==> src/common/game_defs.svh <==
`ifndef GAME_DEFS_SVH
`define GAME_DEFS_SVH

// ***********************************************************
// pixel coordinate and colour widths
// ***********************************************************

`define X_WIDTH        5
`define Y_WIDTH        4
`define RGB_WIDTH      3

// visible area, then totals including blanking
`define SCREEN_WIDTH   16
`define SCREEN_HEIGHT  12
`define H_TOTAL        20
`define V_TOTAL        14

// square sprite, width and height
`define SPRITE_SIZE    8

// register port
`define APB_ADDR_WIDTH 4
`define APB_DATA_WIDTH 8

`endif

==> src/common/game_pkg.sv <==
`include "game_defs.svh"

package game_pkg;

    // ***********************************************************
    // register port
    // ***********************************************************

    typedef enum logic [1:0]
    {
        APB_IDLE,
        APB_SETUP,
        APB_ACCESS
    } apb_state_t;

    // the address of a transfer selects the register
    typedef enum logic [`APB_ADDR_WIDTH - 1:0]
    {
        REG_SPRITE_X  = 4'd0,
        REG_SPRITE_Y  = 4'd4,
        REG_BG_RGB    = 4'd8,
        REG_STATUS    = 4'd12
    } reg_addr_t;

    // ***********************************************************
    // sprite bitmap
    // ***********************************************************

    typedef struct packed
    {
        logic                    en;
        logic [`RGB_WIDTH - 1:0] rgb;
    } sprite_entry_t;

    // column 0 sits in the most significant nibble
    typedef sprite_entry_t [0:`SPRITE_SIZE - 1] sprite_row_t;

    // plus sign in colour 4, entry 4'hc is enable plus colour
    localparam sprite_row_t SPRITE_BITMAP [0:`SPRITE_SIZE - 1] = '{
        32'h000cc000,
        32'h000cc000,
        32'h000cc000,
        32'hcccccccc,
        32'hcccccccc,
        32'h000cc000,
        32'h000cc000,
        32'h000cc000
    };

endpackage

==> src/common/pixel_if.sv <==
`timescale 1ns/1ns

`include "game_defs.svh"

// one pixel of the raster stream, advancing every clock
interface pixel_if;

    // inside the visible area
    logic                  active;

    logic [`X_WIDTH - 1:0] x;
    logic [`Y_WIDTH - 1:0] y;

    // first pixel of a line, first pixel of a frame
    logic                  line_start;
    logic                  frame_start;

    modport source
    (
        output active,
        output x,
        output y,
        output line_start,
        output frame_start
    );

    modport sink
    (
        input  active,
        input  x,
        input  y,
        input  line_start,
        input  frame_start
    );

endinterface

==> src/sprite/sprite_display.sv <==
`timescale 1ns/1ns

`include "game_defs.svh"

module sprite_display
(
    input  logic                    clk,
    input  logic                    reset,

    pixel_if.sink                   pix_in,
    pixel_if.source                 pix_out,

    input  logic [`X_WIDTH - 1:0]   sprite_x,
    input  logic [`Y_WIDTH - 1:0]   sprite_y,

    output logic                    hit,
    output logic [`RGB_WIDTH - 1:0] sprite_rgb,
    output logic                    on_screen
);

    localparam int IDX_WIDTH = $clog2(`SPRITE_SIZE);

    // the extra top bit is a sign or a carry
    logic [`X_WIDTH:0]       x_off;
    logic [`X_WIDTH:0]       x_right;
    logic [`Y_WIDTH:0]       y_off;
    logic [`Y_WIDTH:0]       y_bottom;
    logic                    x_fit;
    logic                    y_fit;

    logic [`X_WIDTH - 1:0]   r1_x;
    logic [`Y_WIDTH - 1:0]   r1_y;
    logic [`X_WIDTH:0]       r1_x_off;
    logic [`X_WIDTH:0]       r1_x_right;
    logic [`Y_WIDTH:0]       r1_y_off;
    logic [`Y_WIDTH:0]       r1_y_bottom;
    logic                    r1_active;
    logic                    r1_line_start;
    logic                    r1_frame_start;
    logic                    r1_on_screen;

    logic [`X_WIDTH:0]       x_to_right;
    logic [`Y_WIDTH:0]       y_to_bottom;
    logic                    x_hit;
    logic                    y_hit;
    game_pkg::sprite_entry_t entry;

    // ***********************************************************
    // stage one, offsets and edges
    // ***********************************************************

    assign x_off    = { 1'b0, pix_in.x } - { 1'b0, sprite_x };
    assign y_off    = { 1'b0, pix_in.y } - { 1'b0, sprite_y };
    assign x_right  = { 1'b0, sprite_x } + (`X_WIDTH + 1)'(`SPRITE_SIZE - 1);
    assign y_bottom = { 1'b0, sprite_y } + (`Y_WIDTH + 1)'(`SPRITE_SIZE - 1);

    // whole sprite inside the visible area
    assign x_fit = x_right  < (`X_WIDTH + 1)'(`SCREEN_WIDTH);
    assign y_fit = y_bottom < (`Y_WIDTH + 1)'(`SCREEN_HEIGHT);

    always_ff @(posedge clk)
    begin
        r1_x        <= pix_in.x;
        r1_y        <= pix_in.y;
        r1_x_off    <= x_off;
        r1_y_off    <= y_off;
        r1_x_right  <= x_right;
        r1_y_bottom <= y_bottom;
    end

    always_ff @(posedge clk or posedge reset)
        if (reset)
        begin
            r1_active      <= 1'b0;
            r1_line_start  <= 1'b0;
            r1_frame_start <= 1'b0;
            r1_on_screen   <= 1'b0;
        end
        else
        begin
            r1_active      <= pix_in.active;
            r1_line_start  <= pix_in.line_start;
            r1_frame_start <= pix_in.frame_start;
            r1_on_screen   <= x_fit && y_fit;
        end

    // ***********************************************************
    // stage two, hit test and bitmap lookup
    // ***********************************************************

    // negative means the pixel lies past the right or bottom edge
    assign x_to_right  = r1_x_right  - { 1'b0, r1_x };
    assign y_to_bottom = r1_y_bottom - { 1'b0, r1_y };

    assign x_hit = !r1_x_off[`X_WIDTH] && !x_to_right[`X_WIDTH];
    assign y_hit = !r1_y_off[`Y_WIDTH] && !y_to_bottom[`Y_WIDTH];

    assign entry = game_pkg::SPRITE_BITMAP[r1_y_off[IDX_WIDTH - 1:0]][r1_x_off[IDX_WIDTH - 1:0]];

    always_ff @(posedge clk or posedge reset)
        if (reset)
        begin
            hit                 <= 1'b0;
            on_screen           <= 1'b0;
            pix_out.active      <= 1'b0;
            pix_out.line_start  <= 1'b0;
            pix_out.frame_start <= 1'b0;
        end
        else
        begin
            hit                 <= r1_active && x_hit && y_hit && entry.en;
            on_screen           <= r1_on_screen;
            pix_out.active      <= r1_active;
            pix_out.line_start  <= r1_line_start;
            pix_out.frame_start <= r1_frame_start;
        end

    always_ff @(posedge clk)
    begin
        sprite_rgb <= entry.rgb;
        pix_out.x  <= r1_x;
        pix_out.y  <= r1_y;
    end

    // blanking pixels never carry sprite colour
    a_hit_active : assert property (
        @(posedge clk) disable iff (reset)
            hit |-> (pix_out.x < `X_WIDTH'(`SCREEN_WIDTH))
                 && (pix_out.y < `Y_WIDTH'(`SCREEN_HEIGHT))
    )
    else
        $error("sprite hit outside the visible area");

endmodule

==> src/apb_sprite_regs.sv <==
`timescale 1ns/1ns

`include "game_defs.svh"

module apb_sprite_regs
(
    input  logic                          clk,
    input  logic                          reset,
    input  logic                          psel,
    input  logic                          penable,
    input  logic                          pwrite,
    input  logic [`APB_ADDR_WIDTH - 1:0]  paddr,
    input  logic [`APB_DATA_WIDTH - 1:0]  pwdata,
    output logic [`APB_DATA_WIDTH - 1:0]  prdata,
    output logic                          pready,

    pixel_if.sink                         pix,

    input  logic [7:0]                    frame_count,
    input  logic                          last_on_screen,

    output logic [`X_WIDTH - 1:0]         sprite_x,
    output logic [`Y_WIDTH - 1:0]         sprite_y,
    output logic [`RGB_WIDTH - 1:0]       bg_rgb
);

    game_pkg::apb_state_t            phase;
    game_pkg::reg_addr_t             addr_op;

    logic                            wr_en;
    logic                            rd_setup;
    logic [`APB_DATA_WIDTH - 1:0]    rd_mux;

    // written by the bus
    logic [`X_WIDTH - 1:0]           stage_x;
    logic [`Y_WIDTH - 1:0]           stage_y;
    logic [`RGB_WIDTH - 1:0]         stage_bg;

    // held for the running frame
    logic [`X_WIDTH - 1:0]           shadow_x;
    logic [`Y_WIDTH - 1:0]           shadow_y;
    logic [`RGB_WIDTH - 1:0]         shadow_bg;

    // ***********************************************************
    // bus phase and decode
    // ***********************************************************

    always_comb
        if (psel && penable)
            phase = game_pkg::APB_ACCESS;
        else if (psel)
            phase = game_pkg::APB_SETUP;
        else
            phase = game_pkg::APB_IDLE;

    assign addr_op  = game_pkg::reg_addr_t'(paddr);
    assign pready   = 1'b1;
    assign wr_en    = (phase == game_pkg::APB_ACCESS) && pwrite;
    assign rd_setup = (phase == game_pkg::APB_SETUP) && !pwrite;

    always_ff @(posedge clk or posedge reset)
        if (reset)
        begin
            stage_x  <= '0;
            stage_y  <= '0;
            stage_bg <= '0;
        end
        else if (wr_en)
        begin
            case (addr_op)
                game_pkg::REG_SPRITE_X: stage_x  <= pwdata[`X_WIDTH - 1:0];
                game_pkg::REG_SPRITE_Y: stage_y  <= pwdata[`Y_WIDTH - 1:0];
                game_pkg::REG_BG_RGB:   stage_bg <= pwdata[`RGB_WIDTH - 1:0];
                default:                ;
            endcase
        end

    always_comb
        case (addr_op)
            game_pkg::REG_SPRITE_X: rd_mux = `APB_DATA_WIDTH'(stage_x);
            game_pkg::REG_SPRITE_Y: rd_mux = `APB_DATA_WIDTH'(stage_y);
            game_pkg::REG_BG_RGB:   rd_mux = `APB_DATA_WIDTH'(stage_bg);
            game_pkg::REG_STATUS:   rd_mux = { last_on_screen, frame_count[6:0] };
            default:                rd_mux = '0;
        endcase

    // loaded in setup so the data is there for the access cycle
    always_ff @(posedge clk or posedge reset)
        if (reset)
            prdata <= '0;
        else if (rd_setup)
            prdata <= rd_mux;
        else if (phase != game_pkg::APB_ACCESS)
            prdata <= '0;

    // ***********************************************************
    // frame start copy
    // ***********************************************************

    always_ff @(posedge clk or posedge reset)
        if (reset)
        begin
            shadow_x  <= '0;
            shadow_y  <= '0;
            shadow_bg <= '0;
        end
        else if (pix.frame_start)
        begin
            shadow_x  <= stage_x;
            shadow_y  <= stage_y;
            shadow_bg <= stage_bg;
        end

    // first pixel of a frame already needs the new values
    assign sprite_x = pix.frame_start ? stage_x  : shadow_x;
    assign sprite_y = pix.frame_start ? stage_y  : shadow_y;
    assign bg_rgb   = pix.frame_start ? stage_bg : shadow_bg;

    a_penable_psel : assert property (
        @(posedge clk) disable iff (reset) penable |-> psel
    )
    else
        $error("penable high without psel");

    a_paddr_stable : assert property (
        @(posedge clk) disable iff (reset)
            (phase == game_pkg::APB_SETUP) ##1 (phase == game_pkg::APB_ACCESS)
                |-> $stable(paddr)
    )
    else
        $error("paddr changed between setup and access");

endmodule

==> src/game_sprite_top.sv <==
`timescale 1ns/1ns

`include "game_defs.svh"

module game_sprite_top
(
    input  logic                         clk,
    input  logic                         reset,

    input  logic                         psel,
    input  logic                         penable,
    input  logic                         pwrite,
    input  logic [`APB_ADDR_WIDTH - 1:0] paddr,
    input  logic [`APB_DATA_WIDTH - 1:0] pwdata,
    output logic [`APB_DATA_WIDTH - 1:0] prdata,
    output logic                         pready,

    output logic                         out_valid,
    output logic [`X_WIDTH - 1:0]        out_x,
    output logic [`Y_WIDTH - 1:0]        out_y,
    output logic [`RGB_WIDTH - 1:0]      out_rgb
);

    // raster output, then the stream delayed past the sprite test
    pixel_if scan_pix ();
    pixel_if disp_pix ();

    logic [`X_WIDTH - 1:0]   sprite_x;
    logic [`Y_WIDTH - 1:0]   sprite_y;
    logic [`RGB_WIDTH - 1:0] bg_rgb;

    logic                    hit;
    logic [`RGB_WIDTH - 1:0] sprite_rgb;
    logic                    on_screen;

    logic [7:0]              frame_count;
    logic                    last_on_screen;

    raster_scan raster_scan_i
    (
        .clk            (clk),
        .reset          (reset),
        .pix            (scan_pix.source)
    );

    apb_sprite_regs apb_sprite_regs_i
    (
        .clk            (clk),
        .reset          (reset),
        .psel           (psel),
        .penable        (penable),
        .pwrite         (pwrite),
        .paddr          (paddr),
        .pwdata         (pwdata),
        .prdata         (prdata),
        .pready         (pready),
        .pix            (scan_pix.sink),
        .frame_count    (frame_count),
        .last_on_screen (last_on_screen),
        .sprite_x       (sprite_x),
        .sprite_y       (sprite_y),
        .bg_rgb         (bg_rgb)
    );

    sprite_display sprite_display_i
    (
        .clk            (clk),
        .reset          (reset),
        .pix_in         (scan_pix.sink),
        .pix_out        (disp_pix.source),
        .sprite_x       (sprite_x),
        .sprite_y       (sprite_y),
        .hit            (hit),
        .sprite_rgb     (sprite_rgb),
        .on_screen      (on_screen)
    );

    pixel_mixer pixel_mixer_i
    (
        .clk            (clk),
        .reset          (reset),
        .pix            (disp_pix.sink),
        .hit            (hit),
        .sprite_rgb     (sprite_rgb),
        .on_screen      (on_screen),
        .bg_rgb         (bg_rgb),
        .out_valid      (out_valid),
        .out_x          (out_x),
        .out_y          (out_y),
        .out_rgb        (out_rgb),
        .frame_count    (frame_count),
        .last_on_screen (last_on_screen)
    );

endmodule

==> src/pixel_mixer.sv <==
`timescale 1ns/1ns

`include "game_defs.svh"

module pixel_mixer
(
    input  logic                    clk,
    input  logic                    reset,

    pixel_if.sink                   pix,

    input  logic                    hit,
    input  logic [`RGB_WIDTH - 1:0] sprite_rgb,
    input  logic                    on_screen,
    input  logic [`RGB_WIDTH - 1:0] bg_rgb,

    output logic                    out_valid,
    output logic [`X_WIDTH - 1:0]   out_x,
    output logic [`Y_WIDTH - 1:0]   out_y,
    output logic [`RGB_WIDTH - 1:0] out_rgb,

    output logic [7:0]              frame_count,
    output logic                    last_on_screen
);

    // ***********************************************************
    // per-frame status
    // ***********************************************************

    always_ff @(posedge clk or posedge reset)
        if (reset)
        begin
            out_valid      <= 1'b0;
            frame_count    <= '0;
            last_on_screen <= 1'b0;
        end
        else
        begin
            out_valid <= pix.active;

            if (pix.frame_start)
            begin
                frame_count    <= frame_count + 1'b1;
                last_on_screen <= on_screen;
            end
        end

    // sprite over background, black during blanking
    always_ff @(posedge clk)
    begin
        out_x <= pix.x;
        out_y <= pix.y;

        if (!pix.active)
            out_rgb <= '0;
        else if (hit)
            out_rgb <= sprite_rgb;
        else
            out_rgb <= bg_rgb;
    end

endmodule

==> src/raster_scan.sv <==
`timescale 1ns/1ns

`include "game_defs.svh"

module raster_scan
(
    input  logic    clk,
    input  logic    reset,

    pixel_if.source pix
);

    localparam int FRAME_CYCLES = `H_TOTAL * `V_TOTAL;

    logic [`X_WIDTH - 1:0] h_cnt;
    logic [`Y_WIDTH - 1:0] v_cnt;

    logic                  h_last;
    logic                  v_last;

    assign h_last = (h_cnt == `X_WIDTH'(`H_TOTAL - 1));
    assign v_last = (v_cnt == `Y_WIDTH'(`V_TOTAL - 1));

    // ***********************************************************
    // counters
    // ***********************************************************

    always_ff @(posedge clk or posedge reset)
        if (reset)
        begin
            h_cnt <= '0;
            v_cnt <= '0;
        end
        else if (h_last)
        begin
            h_cnt <= '0;
            v_cnt <= v_last ? '0 : v_cnt + 1'b1;
        end
        else
        begin
            h_cnt <= h_cnt + 1'b1;
        end

    // registered so that nothing is marked while reset holds the counters
    always_ff @(posedge clk or posedge reset)
        if (reset)
        begin
            pix.active      <= 1'b0;
            pix.x           <= '0;
            pix.y           <= '0;
            pix.line_start  <= 1'b0;
            pix.frame_start <= 1'b0;
        end
        else
        begin
            pix.active      <= (h_cnt < `X_WIDTH'(`SCREEN_WIDTH))
                            && (v_cnt < `Y_WIDTH'(`SCREEN_HEIGHT));
            pix.x           <= h_cnt;
            pix.y           <= v_cnt;
            pix.line_start  <= (h_cnt == '0);
            pix.frame_start <= (h_cnt == '0) && (v_cnt == '0);
        end

    // one frame marker per full frame, none in between
    a_frame_period : assert property (
        @(posedge clk) disable iff (reset)
            pix.frame_start |=> (!pix.frame_start) [*FRAME_CYCLES - 1] ##1 pix.frame_start
    )
    else
        $error("frame_start period differs from %0d cycles", FRAME_CYCLES);

endmodule
==> config.mk <==
export PLATFORM = sky130hd
export DESIGN_NAME = game_sprite_top
export DESIGN_NICKNAME = d
export VERILOG_FILES = /design/src/common/game_pkg.sv /design/src/common/pixel_if.sv /design/src/sprite/sprite_display.sv /design/src/apb_sprite_regs.sv /design/src/game_sprite_top.sv /design/src/pixel_mixer.sv /design/src/raster_scan.sv
export VERILOG_INCLUDE_DIRS = /design/src /design/src/common
export SDC_FILE = /design/constraint.sdc
export NUM_CORES = 1
export LEC_CHECK = 0
export ABC_CLOCK_PERIOD_IN_PS = 4100
export BUFFER_PORTS_ARGS = -buffer_cell sky130_fd_sc_hd__buf_2
export CORE_MARGIN = 2
export CORE_UTILIZATION = 63
export CTS_CLUSTER_SIZE = 10
export DETAILED_ROUTE_END_ITERATION = 10
export PLACE_DENSITY = 0.88
export SYNTH_ARGS = -nofsm -noshare
export SYNTH_HDL_FRONTEND = slang
export SYNTH_SLANG_ARGS = --single-unit
==> constraint.sdc <==
create_clock -name clk -period 4.1 [get_ports clk]
set_input_delay 0.82 -clock clk [delete_from_list [all_inputs] [get_ports clk]]
set_output_delay 0.82 -clock clk [all_outputs]
set_load 0.02 [all_outputs]
==> out/results.tsv, run 1 <==
stage	metric	value	unit
timing	Slew @ Worst Pin	0.9143	ns
timing	hold slack final	0.3234	ns
grt	vias in the first global route	2756	
floorplanning	Die X	87.01	µm
placed_design	Final HPWL DP	5334	µm
worst_setup_path	R2R cell count	5	
placed_design	PortBufs	34	
worst_setup_path	Crit path arrival time	2.88	ns
floorplanning	I/O pins	39	
grt	Global Route Usage Sum	0.2510	
final_layout	final core occ	0.7583	
grt	antenna violations before repair	0	
clock_network	clk_lat worst skew	0.50	ns
clock_network	total CTS buffers	17	
worst_setup_path	FF-to-FF setup slack	1.62	ns
synth	Mapped Nets	373	
detailed_routing	DRT Wirelength	8574	µm
synth	predominant post-synthesis flop cell	dfrtp_1	
timing	setup TNS	0	ns
clock_network	CTS resizes	0	
detailed_routing	Iteration-0 DRC Markers	166	
grt	GR Overflow Total	0	
worst_setup_path	reg2reg start	raster_scan_i.pix.frame_start$_DFF_PP0_	
timing	RSZ-0062 raised after global routing	no	
worst_hold_path	Hold Crit Depth	0	
power	worst vdd ir	284.9	µV
worst_setup_path	Worst setup SP type	flip-flop	
timing	Peak Freq	403.7	MHz
floorplanning	Die ar.	7570	µm²
clock_network	Clock transition at path regs	0.05	ns
synth	sequential fraction of the synthesis area	0.6227	
final_layout	Layout Nets	418	
synth	Synth Instances	334	
timing	Period minus WS final	2.477	ns
timing	Pins Over Slew Limit	0	
worst_setup_path	Worst Setup SP	raster_scan_i.pix.frame_start$_DFF_PP0_	
synth	Yosys reg bits	118	
placed_design	Post-DP Area	4556	µm²
detailed_routing	wire length per cell	18.17	µm
synth	Mean Syn Cell Area	13.00	µm²
worst_setup_path	CP Capture Type	flip-flop	
synth	synth top area cells	dfrtp_1 39%, dfxtp_1 23%, ha_1 5.8%	
timing	slew margin rel.	0.3896	
clock_network	H-tree depth	4	
placed_design	GPL Wtd Cong	0.8175	
detailed_routing	drc violations	0	
detailed_routing	DR vias/cell	5.500	
final_layout	layout cells sized above 1	0.2245	
timing	Setup violations, final	0	
synth	Synth warnings	0	
synth	count leader, synth	dfrtp_1	
final_layout	final instance area	5095	µm²
synth	EDFF count, synth	0	
clock_network	cts hold-fix bufs	0	
power	Lkg Pwr	2.486	nW
synth	Post-synth top cells	68 x dfrtp_1, 50 x dfxtp_1, 32 x inv_1	
synth	distinct cell type count after synthesis	48	
synth	cell taking the most area after synthesis	dfrtp_1	
detailed_routing	Via Count	2596	
clock_network	worst-case clock buffer depth	2	
worst_setup_path	CP Class	reg2reg	
timing	Hold Vio Cnt, Final	0	
timing	Final Cycle Share	0.6042	
worst_setup_path	Worst R2R End	sprite_display_i.r1_on_screen$_DFF_PP0_	
power	Power Total	0.002627	W
synth	Yosys top cell area share	0.3920	
detailed_routing	post-route ant nets	0	
worst_setup_path	worst setup path end	sprite_display_i.r1_on_screen$_DFF_PP0_	
power	PD cells	515.6	nW/µm²
synth	Post-synth ARST share	0.5763	
clock_network	Post CTS Setup Buffer Count	0	
worst_setup_path	crit path max fanout	15	
floorplanning	Initial Util	0.6460	
clock_network	Clock Sinks	118	
final_layout	antenna cell count	0	
grt	first-pass GRT wire length	13770	µm
clock_network	root buffer cell	clkbuf_8	
grt	pin count of the biggest net entering global routing	43	
detailed_routing	drt pass-1 iters	4	
floorplanning	Die Ht	87.01	µm
synth	Netlist Area Pre-Place	4340	µm²
outcome	status	completed	
timing	Fin Clk Skew	0.007175	ns
flow_run	max_cap viols	0	
worst_setup_path	CP required	4.50	ns
floorplanning	row cnt	30	
final_layout	Layout area overhead	17.38	%
floorplanning	Std-Cell Core Area	6719	µm²
clock_network	CTS tree	built	
worst_hold_path	Hold Crit Class	reg2reg	
[critical path: stages (launching register included)]
cell      delay (ns)
dfrtp_1         0.83
mux2i_1         0.60
ha_1            0.32
a21oi_1         0.11
xnor2_1         0.22
a211oi_2        0.29
[flip-flops by register name (all words and copies together) (netlist names), 5 cells and up]
signal,cells
raster_scan_i.pix.x,5
sprite_display_i.r1_x,5
apb_sprite_regs_i.stage_x,5
raster_scan_i.h_cnt,5
pixel_mixer_i.frame_count,7
pixel_mixer_i.out_x,5
sprite_display_i.r1_x_right,6
sprite_display_i.r1_y_bottom,5
apb_sprite_regs_i.prdata,8
sprite_display_i.pix_out.x,5
apb_sprite_regs_i.shadow_x,5
[cell families (layout without fill, tap and decap cells)]
kind of cell	count (synthesis)	after routing	synth area share
compound gates	39	39	0.05880
fa+ha+maj	22	22	0.06688
xor+xnor	18	18	0.03632
simple gates	62	62	0.07697
buf+inv	43	101	0.04382
other cells	1	1	0.0008640
mux	31	31	0.09368
flops	118	118	0.6227
[per-stage QoR]
stage | cells | worst slack (ns)
floorplan | 334 | 1.568
global placement | 440 | 1.797
detailed placement | 440 | 1.659
CTS | 472 | 1.606
global route | 472 | 1.473
finish | 472 | 1.623
[cells in the final DEF (no fill, tap or decap), types with 2 or more instances in the layout]
cell type,netlist,final
dfrtp_1,68,68
dfxtp_1,50,50
buf_2,2,34
inv_1,32,31
ha_1,20,20
nand2_1,17,17
clkbuf_16,0,16
nor2_1,15,15
xnor2_1,12,12
mux2i_1,10,10
mux2_4,9,9
a21oi_1,9,9
o21ai_0,7,7
clkinv_2,0,7
xor2_1,6,6
mux2_2,5,5
nand3_1,5,5
a21o_1,4,4
a22o_1,4,4
nand2b_1,4,4
clkbuf_1,3,4
nand4_1,3,3
mux2_1,3,3
inv_2,2,3
and3_1,3,3
a211oi_1,3,3
mux4_2,3,3
nor2b_1,3,3
o21ai_1,3,3
or3b_4,2,2
o21bai_1,2,2
o211ai_1,2,2
nor3b_1,2,2
a31oi_1,2,2
fa_1,2,2
clkinvlp_4,0,2
bufinv_16,0,2
[power breakdown]
part	switching, W	internal, W	total, W	leakage [nW]
Sequential	0.0000210	0.00118	0.00120	1.29
Combinational	0.0000419	0.0000406	0.0000826	0.935
Clock	0.000490	0.000854	0.00134	0.265
[layer usage]
layer	global-route usage	routed length, µm
met5	0	0
met4	0.1250	257
met3	0.08341	368
met2	0.4379	4628
met1	0.2713	3321
[worst min-delay path by stage]
stage                                     startpoint                        endpoint  slack, ns
2_1_floorplan  sprite_display_i.pix_out.x[0]$_DFF_P_  pixel_mixer_i.out_x[0]$_DFF_P_       0.31
3_3_place_gp   sprite_display_i.pix_out.y[2]$_DFF_P_  pixel_mixer_i.out_y[2]$_DFF_P_       0.31
3_5_place_dp   sprite_display_i.pix_out.x[0]$_DFF_P_  pixel_mixer_i.out_x[0]$_DFF_P_       0.31
4_1_cts        sprite_display_i.pix_out.x[0]$_DFF_P_  pixel_mixer_i.out_x[0]$_DFF_P_       0.32
5_1_grt        sprite_display_i.pix_out.y[2]$_DFF_P_  pixel_mixer_i.out_y[2]$_DFF_P_       0.33
6_report       sprite_display_i.pix_out.x[0]$_DFF_P_  pixel_mixer_i.out_x[0]$_DFF_P_       0.32
[cell type report]
class / instances / area, µm²
Timing Repair Buffer: 35 / 177.7
Multi-Input combinational cell: 173 / 1448
Clock buffer: 21 / 429.2
Tap cell: 80 / 100.1
Inverter: 34 / 127.6
Clock inverter: 11 / 110.1
Fill cell: 400 / 1624
Sequential cell: 118 / 2703
Note: power is estimated with default switching activity, not from simulation.
==> inputs of run 2 (changes only) <==
Settings changed: ABC_CLOCK_PERIOD_IN_PS 4100 to 2200, CORE_UTILIZATION 63 to 52, PLACE_DENSITY 0.88 to 0.78.
Clock period 4.1 ns to 2.2 ns, I/O delays scaled along.
==> out/results.tsv, run 2 (synthesis results as in run 1) <==
stage	metric	value	unit	change
placed_design	Inst Count DP	471		+7.0%
final_layout	biggest regs	apb_sprite_regs_i.prdata: 8 flops, pixel_mixer_i.frame_count: 7 flops, sprite_display_i.r1_x_right: 6 flops		
worst_setup_path	CP Capture Type	flip-flop		
clock_network	clk_lat worst skew	0.52	ns	+0.02 ns
clock_network	root buffer cell	clkbuf_8		
detailed_routing	Via Count	2563		-1.3%
final_layout	fillcell total	565		+41%
clock_network	Clock Sinks	118		unchanged
timing	RSZ-0062 raised after global routing	no		
grt	pin count of the biggest net entering global routing	69		+60%
worst_setup_path	critical path cell sequence	mux2i_1, inv_1, ha_1, fa_1, inv_1, a21o_1, a21oi_1		
final_layout	Largest register FFs	8		unchanged
detailed_routing	DRT Wirelength	7348	µm	-14%
floorplanning	I/O pins	39		unchanged
grt	antenna violations before repair	0		unchanged
final_layout	Layout Nets	425		+1.7%
worst_setup_path	slowest stage delay, CP	0.63	ns	-0.20 ns
timing	Setup violations, final	0		unchanged
timing	Fin Clk Skew	0.01742	ns	+0.01025 ns
floorplanning	Die X	95.36	µm	+9.6%
detailed_routing	wire length per cell	14.58	µm	-20%
worst_hold_path	Hold Crit Class	in2reg		
power	PD cells	988.7	nW/µm²	+92%
final_layout	commonest non-fill, non-tap cell in the layout	dfrtp_1		
timing	Hold Vio Cnt, Final	0		unchanged
placed_design	PortBufs	34		unchanged
clock_network	CTS resizes	0		unchanged
clock_network	worst-case clock buffer depth	2		unchanged
placed_design	GPL Wtd Cong	0.7851		-4.0%
worst_setup_path	crit path max fanout	10		-5
clock_network	total CTS buffers	17		unchanged
detailed_routing	drc violations	0		unchanged
final_layout	Layout area overhead	21.56	%	
detailed_routing	drt pass-1 iters	4		unchanged
clock_network	Clock transition at path regs	0.06	ns	about the same
timing	Pins Over Slew Limit	0		unchanged
worst_setup_path	slowest CP cell	dfrtp_1		
grt	vias in the first global route	2668		-3.2%
final_layout	layout cells sized above 1	0.2431		+0.01862
worst_setup_path	FF-to-FF setup slack	0.20	ns	-1.42 ns
outcome	status	completed		
timing	Period minus WS final	1.998	ns	-0.4790 ns
final_layout	largest register by flop count	apb_sprite_regs_i.prdata		
timing	Peak Freq	500.4	MHz	+24%
final_layout	final instance area	5276	µm²	+3.6%
floorplanning	Die Ht	95.36	µm	+9.6%
final_layout	final core occ	0.6487		-0.1096
worst_setup_path	most frequent cell on the critical path	inv_1		
worst_setup_path	Worst setup SP type	flip-flop		
timing	setup TNS	0	ns	unchanged
worst_setup_path	CP required	2.61	ns	-1.89 ns
detailed_routing	Iteration-0 DRC Markers	104		-37%
floorplanning	row cnt	33		+10%
grt	first-pass GRT wire length	12190	µm	-11%
final_layout	commonest non-fill, non-tap cells in the layout	68 x dfrtp_1, 50 x dfxtp_1, 34 x buf_2, 31 x inv_1, 20 x ha_1		
detailed_routing	post-route ant nets	0		unchanged
clock_network	H-tree depth	4		unchanged
placed_design	Final HPWL DP	4912	µm	-7.9%
placed_design	Post-DP Area	4644	µm²	+1.9%
detailed_routing	DR vias/cell	5.085		-7.5%
grt	GR Overflow Total	0		unchanged
floorplanning	Initial Util	0.5336		-0.1124
power	Lkg Pwr	2.557	nW	+2.8%
clock_network	CTS tree	built		
final_layout	Final Non-Filler Cells	504		+6.8%
worst_setup_path	CP Class	reg2reg		
timing	Final Cycle Share	0.9083		+0.3041
worst_setup_path	Crit path arrival time	2.41	ns	-0.47 ns
flow_run	max_cap viols	0		unchanged
floorplanning	Std-Cell Core Area	8134	µm²	+21%
power	worst vdd ir	395.7	µV	+39%
power	Power Total	0.005216	W	+99%
grt	Global Route Usage Sum	0.1828		-0.06816
final_layout	antenna cell count	0		unchanged
floorplanning	Die ar.	9094	µm²	+20%
[run 2: final timing paths]
kind,from,end,cells past startpoint
setup / recovery,raster_scan_i.pix.frame_start$_DFF_PP0_,sprite_display_i.r1_y_off[4]$_DFF_P_,7
hold / removal,pwdata[0],apb_sprite_regs_i.stage_bg[0]$_DFFE_PP0P_,2
setup reg to reg,raster_scan_i.pix.frame_start$_DFF_PP0_,sprite_display_i.r1_y_off[4]$_DFF_P_,7
hold reg to reg,sprite_display_i.pix_out.x[0]$_DFF_P_,pixel_mixer_i.out_x[0]$_DFF_P_,0
max in group asynchronous,reset,pixel_mixer_i.frame_count[3]$_DFFE_PP0P_,4
min in group asynchronous,reset,raster_scan_i.v_cnt[0]$_DFFE_PP0N_,4
[run 2: through the flow]
step                      hold WS (ns)  worst slack (ns)
final                           0.1753            0.2018
after global routing            0.1729           0.06263
after CTS                       0.1608            0.2139
after detailed placement        0.3135            0.2256
after global placement          0.3098            0.2612
after floorplan                 0.3096           0.04849
[run 2: worst max-delay path: cells and delay by family (launching register included)]
kind	cells	cell delay, ns
flops	1	0.63
buf+inv	2	0.18
fa+ha+maj	2	0.62
mux	1	0.31
compound gates	2	0.17
[run 2: power by group]
group / total [W] / switching (W) / internal (W) / leakage [nW]
combinational: 0.000155 / 0.0000745 / 0.0000800 / 0.970
sequential: 0.00223 / 0.0000364 / 0.00220 / 1.29
clock: 0.00283 / 0.000933 / 0.00190 / 0.301
[run 2: routing by layer]
layer | GRT usage | vias to the layer above | share of wire
met5 | 0 | - | 0
met4 | 0.08937 | 0 | 0.019
met3 | 0.07036 | 13 | 0.047
met2 | 0.3116 | 55 | 0.51
met1 | 0.1990 | 1266 | 0.42
li1 | - | 1229 | -
[run 2: area by class of cell]
class,instances,area (µm²),area share
clock buffers,20,445.4,0.08442
repair buffers,42,245.2,0.04648
multi-input cells,173,1448,0.2744
flip-flops and latches,118,2703,0.5122
clock inverters,12,176.4,0.03344
inverters,34,127.6,0.02419
well taps,105,131.4,0.02490
[run 2: timing repair]
action / CTS / global route
hold buffers: 1 / 0
hold endpoints to repair: 6 / 0
setup buffers: 0 / 0
==> inputs of run 3 (changes only) <==
Settings changed: ABC_AREA set to 1, CORE_UTILIZATION 52 to 53, PLACE_DENSITY 0.78 to 0.79.
==> out/results.tsv, run 3 <==
stage	metric	value	unit	change
final_layout	Final Non-Filler Cells	644		+28%
final_layout	fillcell total	626		+11%
floorplanning	Die Ht	96.19	µm	+0.87%
final_layout	layout cells sized above 1	0.1521		-0.09097
timing	Final Cycle Share	0.8783		-0.03001
placed_design	DP Worst Slack	0.2842	ns	+0.05859 ns
synth	area share of and/or/nand/nor cells after synthesis	0.1739		+0.09692
clock_network	Clock Sinks	118		unchanged
final_layout	final instance area	5335	µm²	+1.1%
power	PD cells	913.0	nW/µm²	-7.6%
synth	Yosys top cell area share	0.3778		-0.01427
timing	Pins Over Slew Limit	0		unchanged
timing	Hold Vio Cnt, Final	0		unchanged
detailed_routing	drc violations	0		unchanged
synth	Mean Syn Cell Area	9.483	µm²	-27%
synth	EDFF count, synth	0		unchanged
detailed_routing	post-route ant nets	0		unchanged
timing	RSZ-0062 raised after global routing	no		
final_layout	multi-input logic area	1420	µm²	-1.9%
clock_network	total CTS buffers	17		unchanged
placed_design	Post-DP Area	4785	µm²	+3.0%
worst_setup_path	CP Class	reg2reg		
detailed_routing	Iteration-0 DRC Markers	193		+86%
timing	setup TNS	0	ns	unchanged
detailed_routing	DRT Wirelength	8486	µm	+15%
synth	Netlist Area Pre-Place	4504	µm²	+3.8%
flow_run	max_cap viols	0		unchanged
worst_setup_path	Crit path arrival time	2.34	ns	-0.07 ns
detailed_routing	drt pass-1 iters	4		unchanged
worst_setup_path	reg2reg start	raster_scan_i.pix.frame_start$_DFF_PP0_		
synth	Post-synth ARST share	0.5763		unchanged
floorplanning	Initial Util	0.5482		+0.01459
synth	count leader, synth	nand2_1		
final_layout	biggest regs	apb_sprite_regs_i.prdata: 8 flops, pixel_mixer_i.frame_count: 7 flops, sprite_display_i.r1_x_right: 6 flops		
outcome	status	completed		
floorplanning	I/O pins	39		unchanged
final_layout	commonest non-fill, non-tap cell in the layout	nand2_1		
floorplanning	Std-Cell Core Area	8217	µm²	+1.0%
synth	Post-synth top cells	120 x nand2_1, 86 x inv_1, 68 x dfrtp_1		
final_layout	antenna cell count	0		unchanged
synth	Post-Synth Adder-Cell Area	0.06444		-0.002434
worst_setup_path	worst setup path end	sprite_display_i.r1_y_off[4]$_DFF_P_		
grt	first-pass GRT wire length	14170	µm	+16%
detailed_routing	Via Count	3129		+22%
final_layout	largest register by flop count	apb_sprite_regs_i.prdata		
final_layout	Layout area overhead	18.44	%	
worst_setup_path	crit path max fanout	13		+3
timing	Peak Freq	517.5	MHz	+3.4%
detailed_routing	wire length per cell	13.18	µm	-9.6%
clock_network	H-tree depth	4		unchanged
final_layout	commonest non-fill, non-tap cells in the layout	120 x nand2_1, 85 x inv_1, 68 x dfrtp_1, 50 x dfxtp_1, 34 x buf_2		
floorplanning	Die ar.	9253	µm²	+1.7%
synth	cell taking the most area after synthesis	dfrtp_1		
worst_setup_path	Worst R2R End	sprite_display_i.r1_y_off[4]$_DFF_P_		
worst_hold_path	Hold Crit Class	in2reg		
synth	post-synthesis mux area share	0		-0.09369
worst_setup_path	CP Capture Type	flip-flop		
synth	distinct cell type count after synthesis	32		-33%
placed_design	Inst Count DP	611		+30%
clock_network	worst-case clock buffer depth	2		unchanged
timing	Fin Clk Skew	0.01016	ns	-0.007268 ns
worst_setup_path	Worst Setup SP	raster_scan_i.pix.frame_start$_DFF_PP0_		
synth	Yosys reg bits	118		unchanged
clock_network	root buffer cell	clkbuf_8		
clock_network	CTS tree	built		
grt	Global Route Usage Sum	0.2082		+0.02538
timing	Period minus WS final	1.932	ns	-0.06602 ns
synth	Mapped Nets	514		+38%
grt	vias in the first global route	3067		+15%
power	worst vdd ir	527.7	µV	+33%
placed_design	Final HPWL DP	5645	µm	+15%
worst_setup_path	CP required	2.61	ns	about the same
synth	largest family of logic cells by synthesized area	simple AND/OR/NAND/NOR gates		
synth	Post-Synth XOR/XNOR Area	0.02139		-0.01493
worst_setup_path	R2R cell count	8		+1
final_layout	Reg area	2703	µm²	unchanged
synth	Synth warnings	0		unchanged
worst_setup_path	FF-to-FF setup slack	0.27	ns	+0.07 ns
synth	predominant post-synthesis flop cell	dfrtp_1		
clock_network	clk_lat worst skew	0.52	ns	about the same
placed_design	PortBufs	34		unchanged
placed_design	GPL Wtd Cong	0.8831		+12%
synth	sequential fraction of the synthesis area	0.6000		-0.02266
grt	antenna violations before repair	0		unchanged
synth	synth top area cells	dfrtp_1 38%, dfxtp_1 22%, nand2_1 10%		
synth	Synth Instances	475		+42%
final_layout	Layout Nets	565		+33%
final_layout	Largest register FFs	8		unchanged
worst_setup_path	Worst setup SP type	flip-flop		
grt	GR Overflow Total	0		unchanged
timing	Setup violations, final	0		unchanged
floorplanning	Die X	96.19	µm	+0.87%
detailed_routing	DR vias/cell	4.859		-4.5%
synth	post-synthesis compound-gate area fraction	0.05472		-0.004084
grt	pin count of the biggest net entering global routing	69		unchanged
clock_network	Clock transition at path regs	0.06	ns	about the same
timing	worst setup margin	0.2678	ns	+0.06602 ns
floorplanning	row cnt	33		unchanged
power	Lkg Pwr	2.837	nW	+11%
-- run 3: cells by family after synthesis --
group	count (synthesis)
and+or+nand+nor	186
DFF	118
other	1
buffers and inverters	93
AOI/OAI and AO/OA	44
adders and majority gates	22
xor gates and xnor gates	11
-- run 3: repair_timing --
item,in CTS,in global routing
buffers inserted,0,0
hold buffers,1,0
endpoints found under the hold margin,41,0
setup endpoints to repair,0,0
resized for setup,0,0
-- run 3: cell type report --
| class | instances | share of cell area |
|---|---|---|
| Inverter | 88 | 0.06238 |
| Tap cell | 105 | 0.02462 |
| Clock inverter | 15 | 0.02369 |
| Multi-Input combinational cell | 264 | 0.2662 |
| Timing Repair Buffer | 37 | 0.03893 |
| Sequential cell | 118 | 0.5066 |
| Clock buffer | 17 | 0.07763 |
-- run 3: report_power, final --
| part | internal, W | switching (W) | leakage, nW | total, W |
|---|---|---|---|---|
| registers | 0.00220 | 0.0000328 | 1.29 | 0.00223 |
| clock network | 0.00150 | 0.00101 | 0.274 | 0.00251 |
| logic | 0.0000443 | 0.0000866 | 1.28 | 0.000131 |
-- run 3: how the worst min path moves through the flow --
stage | start | slack (ns) | end | depth (start not counted)
after floorplan | sprite_display_i.pix_out.x[0]$_DFF_P_ | 0.31 | pixel_mixer_i.out_x[0]$_DFF_P_ | 0
after global placement | sprite_display_i.pix_out.x[1]$_DFF_P_ | 0.31 | pixel_mixer_i.out_x[1]$_DFF_P_ | 0
after detailed placement | sprite_display_i.pix_out.x[3]$_DFF_P_ | 0.31 | pixel_mixer_i.out_x[3]$_DFF_P_ | 0
after CTS | pwdata[4] | 0.17 | apb_sprite_regs_i.stage_x[4]$_DFFE_PP0P_ | 3
after global routing | pwdata[4] | 0.17 | apb_sprite_regs_i.stage_x[4]$_DFFE_PP0P_ | 3
final | pwdata[4] | 0.18 | apb_sprite_regs_i.stage_x[4]$_DFFE_PP0P_ | 3
-- run 3: worst max-delay path, stage by stage (launching register included) --
cell and delay (ns):
dfrtp_1 0.54, inv_4 0.21, nand2_1 0.07, nand2_1 0.15
inv_1 0.08, ha_1 0.20, fa_1 0.40, nor2_1 0.12
a211oi_1 0.05
-- run 3: per-stage QoR --
stage | hold slack (ns) | total power [W] | util
6_report | 0.1811 | 0.004871 | 0.6493
5_1_grt | 0.1723 | 0.005032 | 0.6493
4_1_cts | 0.1689 | 0.004898 | 0.6493
3_5_place_dp | 0.3121 | 0.002397 | 0.5823
3_3_place_gp | 0.3106 | 0.002392 | 0.5823
2_1_floorplan | 0.3096 | 0.002346 | -
-- run 3: per-layer routing --
layer | vias to the layer above | part of all wire | GRT usage
met3 | 15 | 0.043 | 0.06500
li1 | 1582 | - | -
met4 | 0 | 0.015 | 0.09524
met1 | 1475 | 0.42 | 0.2352
met5 | - | 0 | 0
met2 | 57 | 0.52 | 0.3588
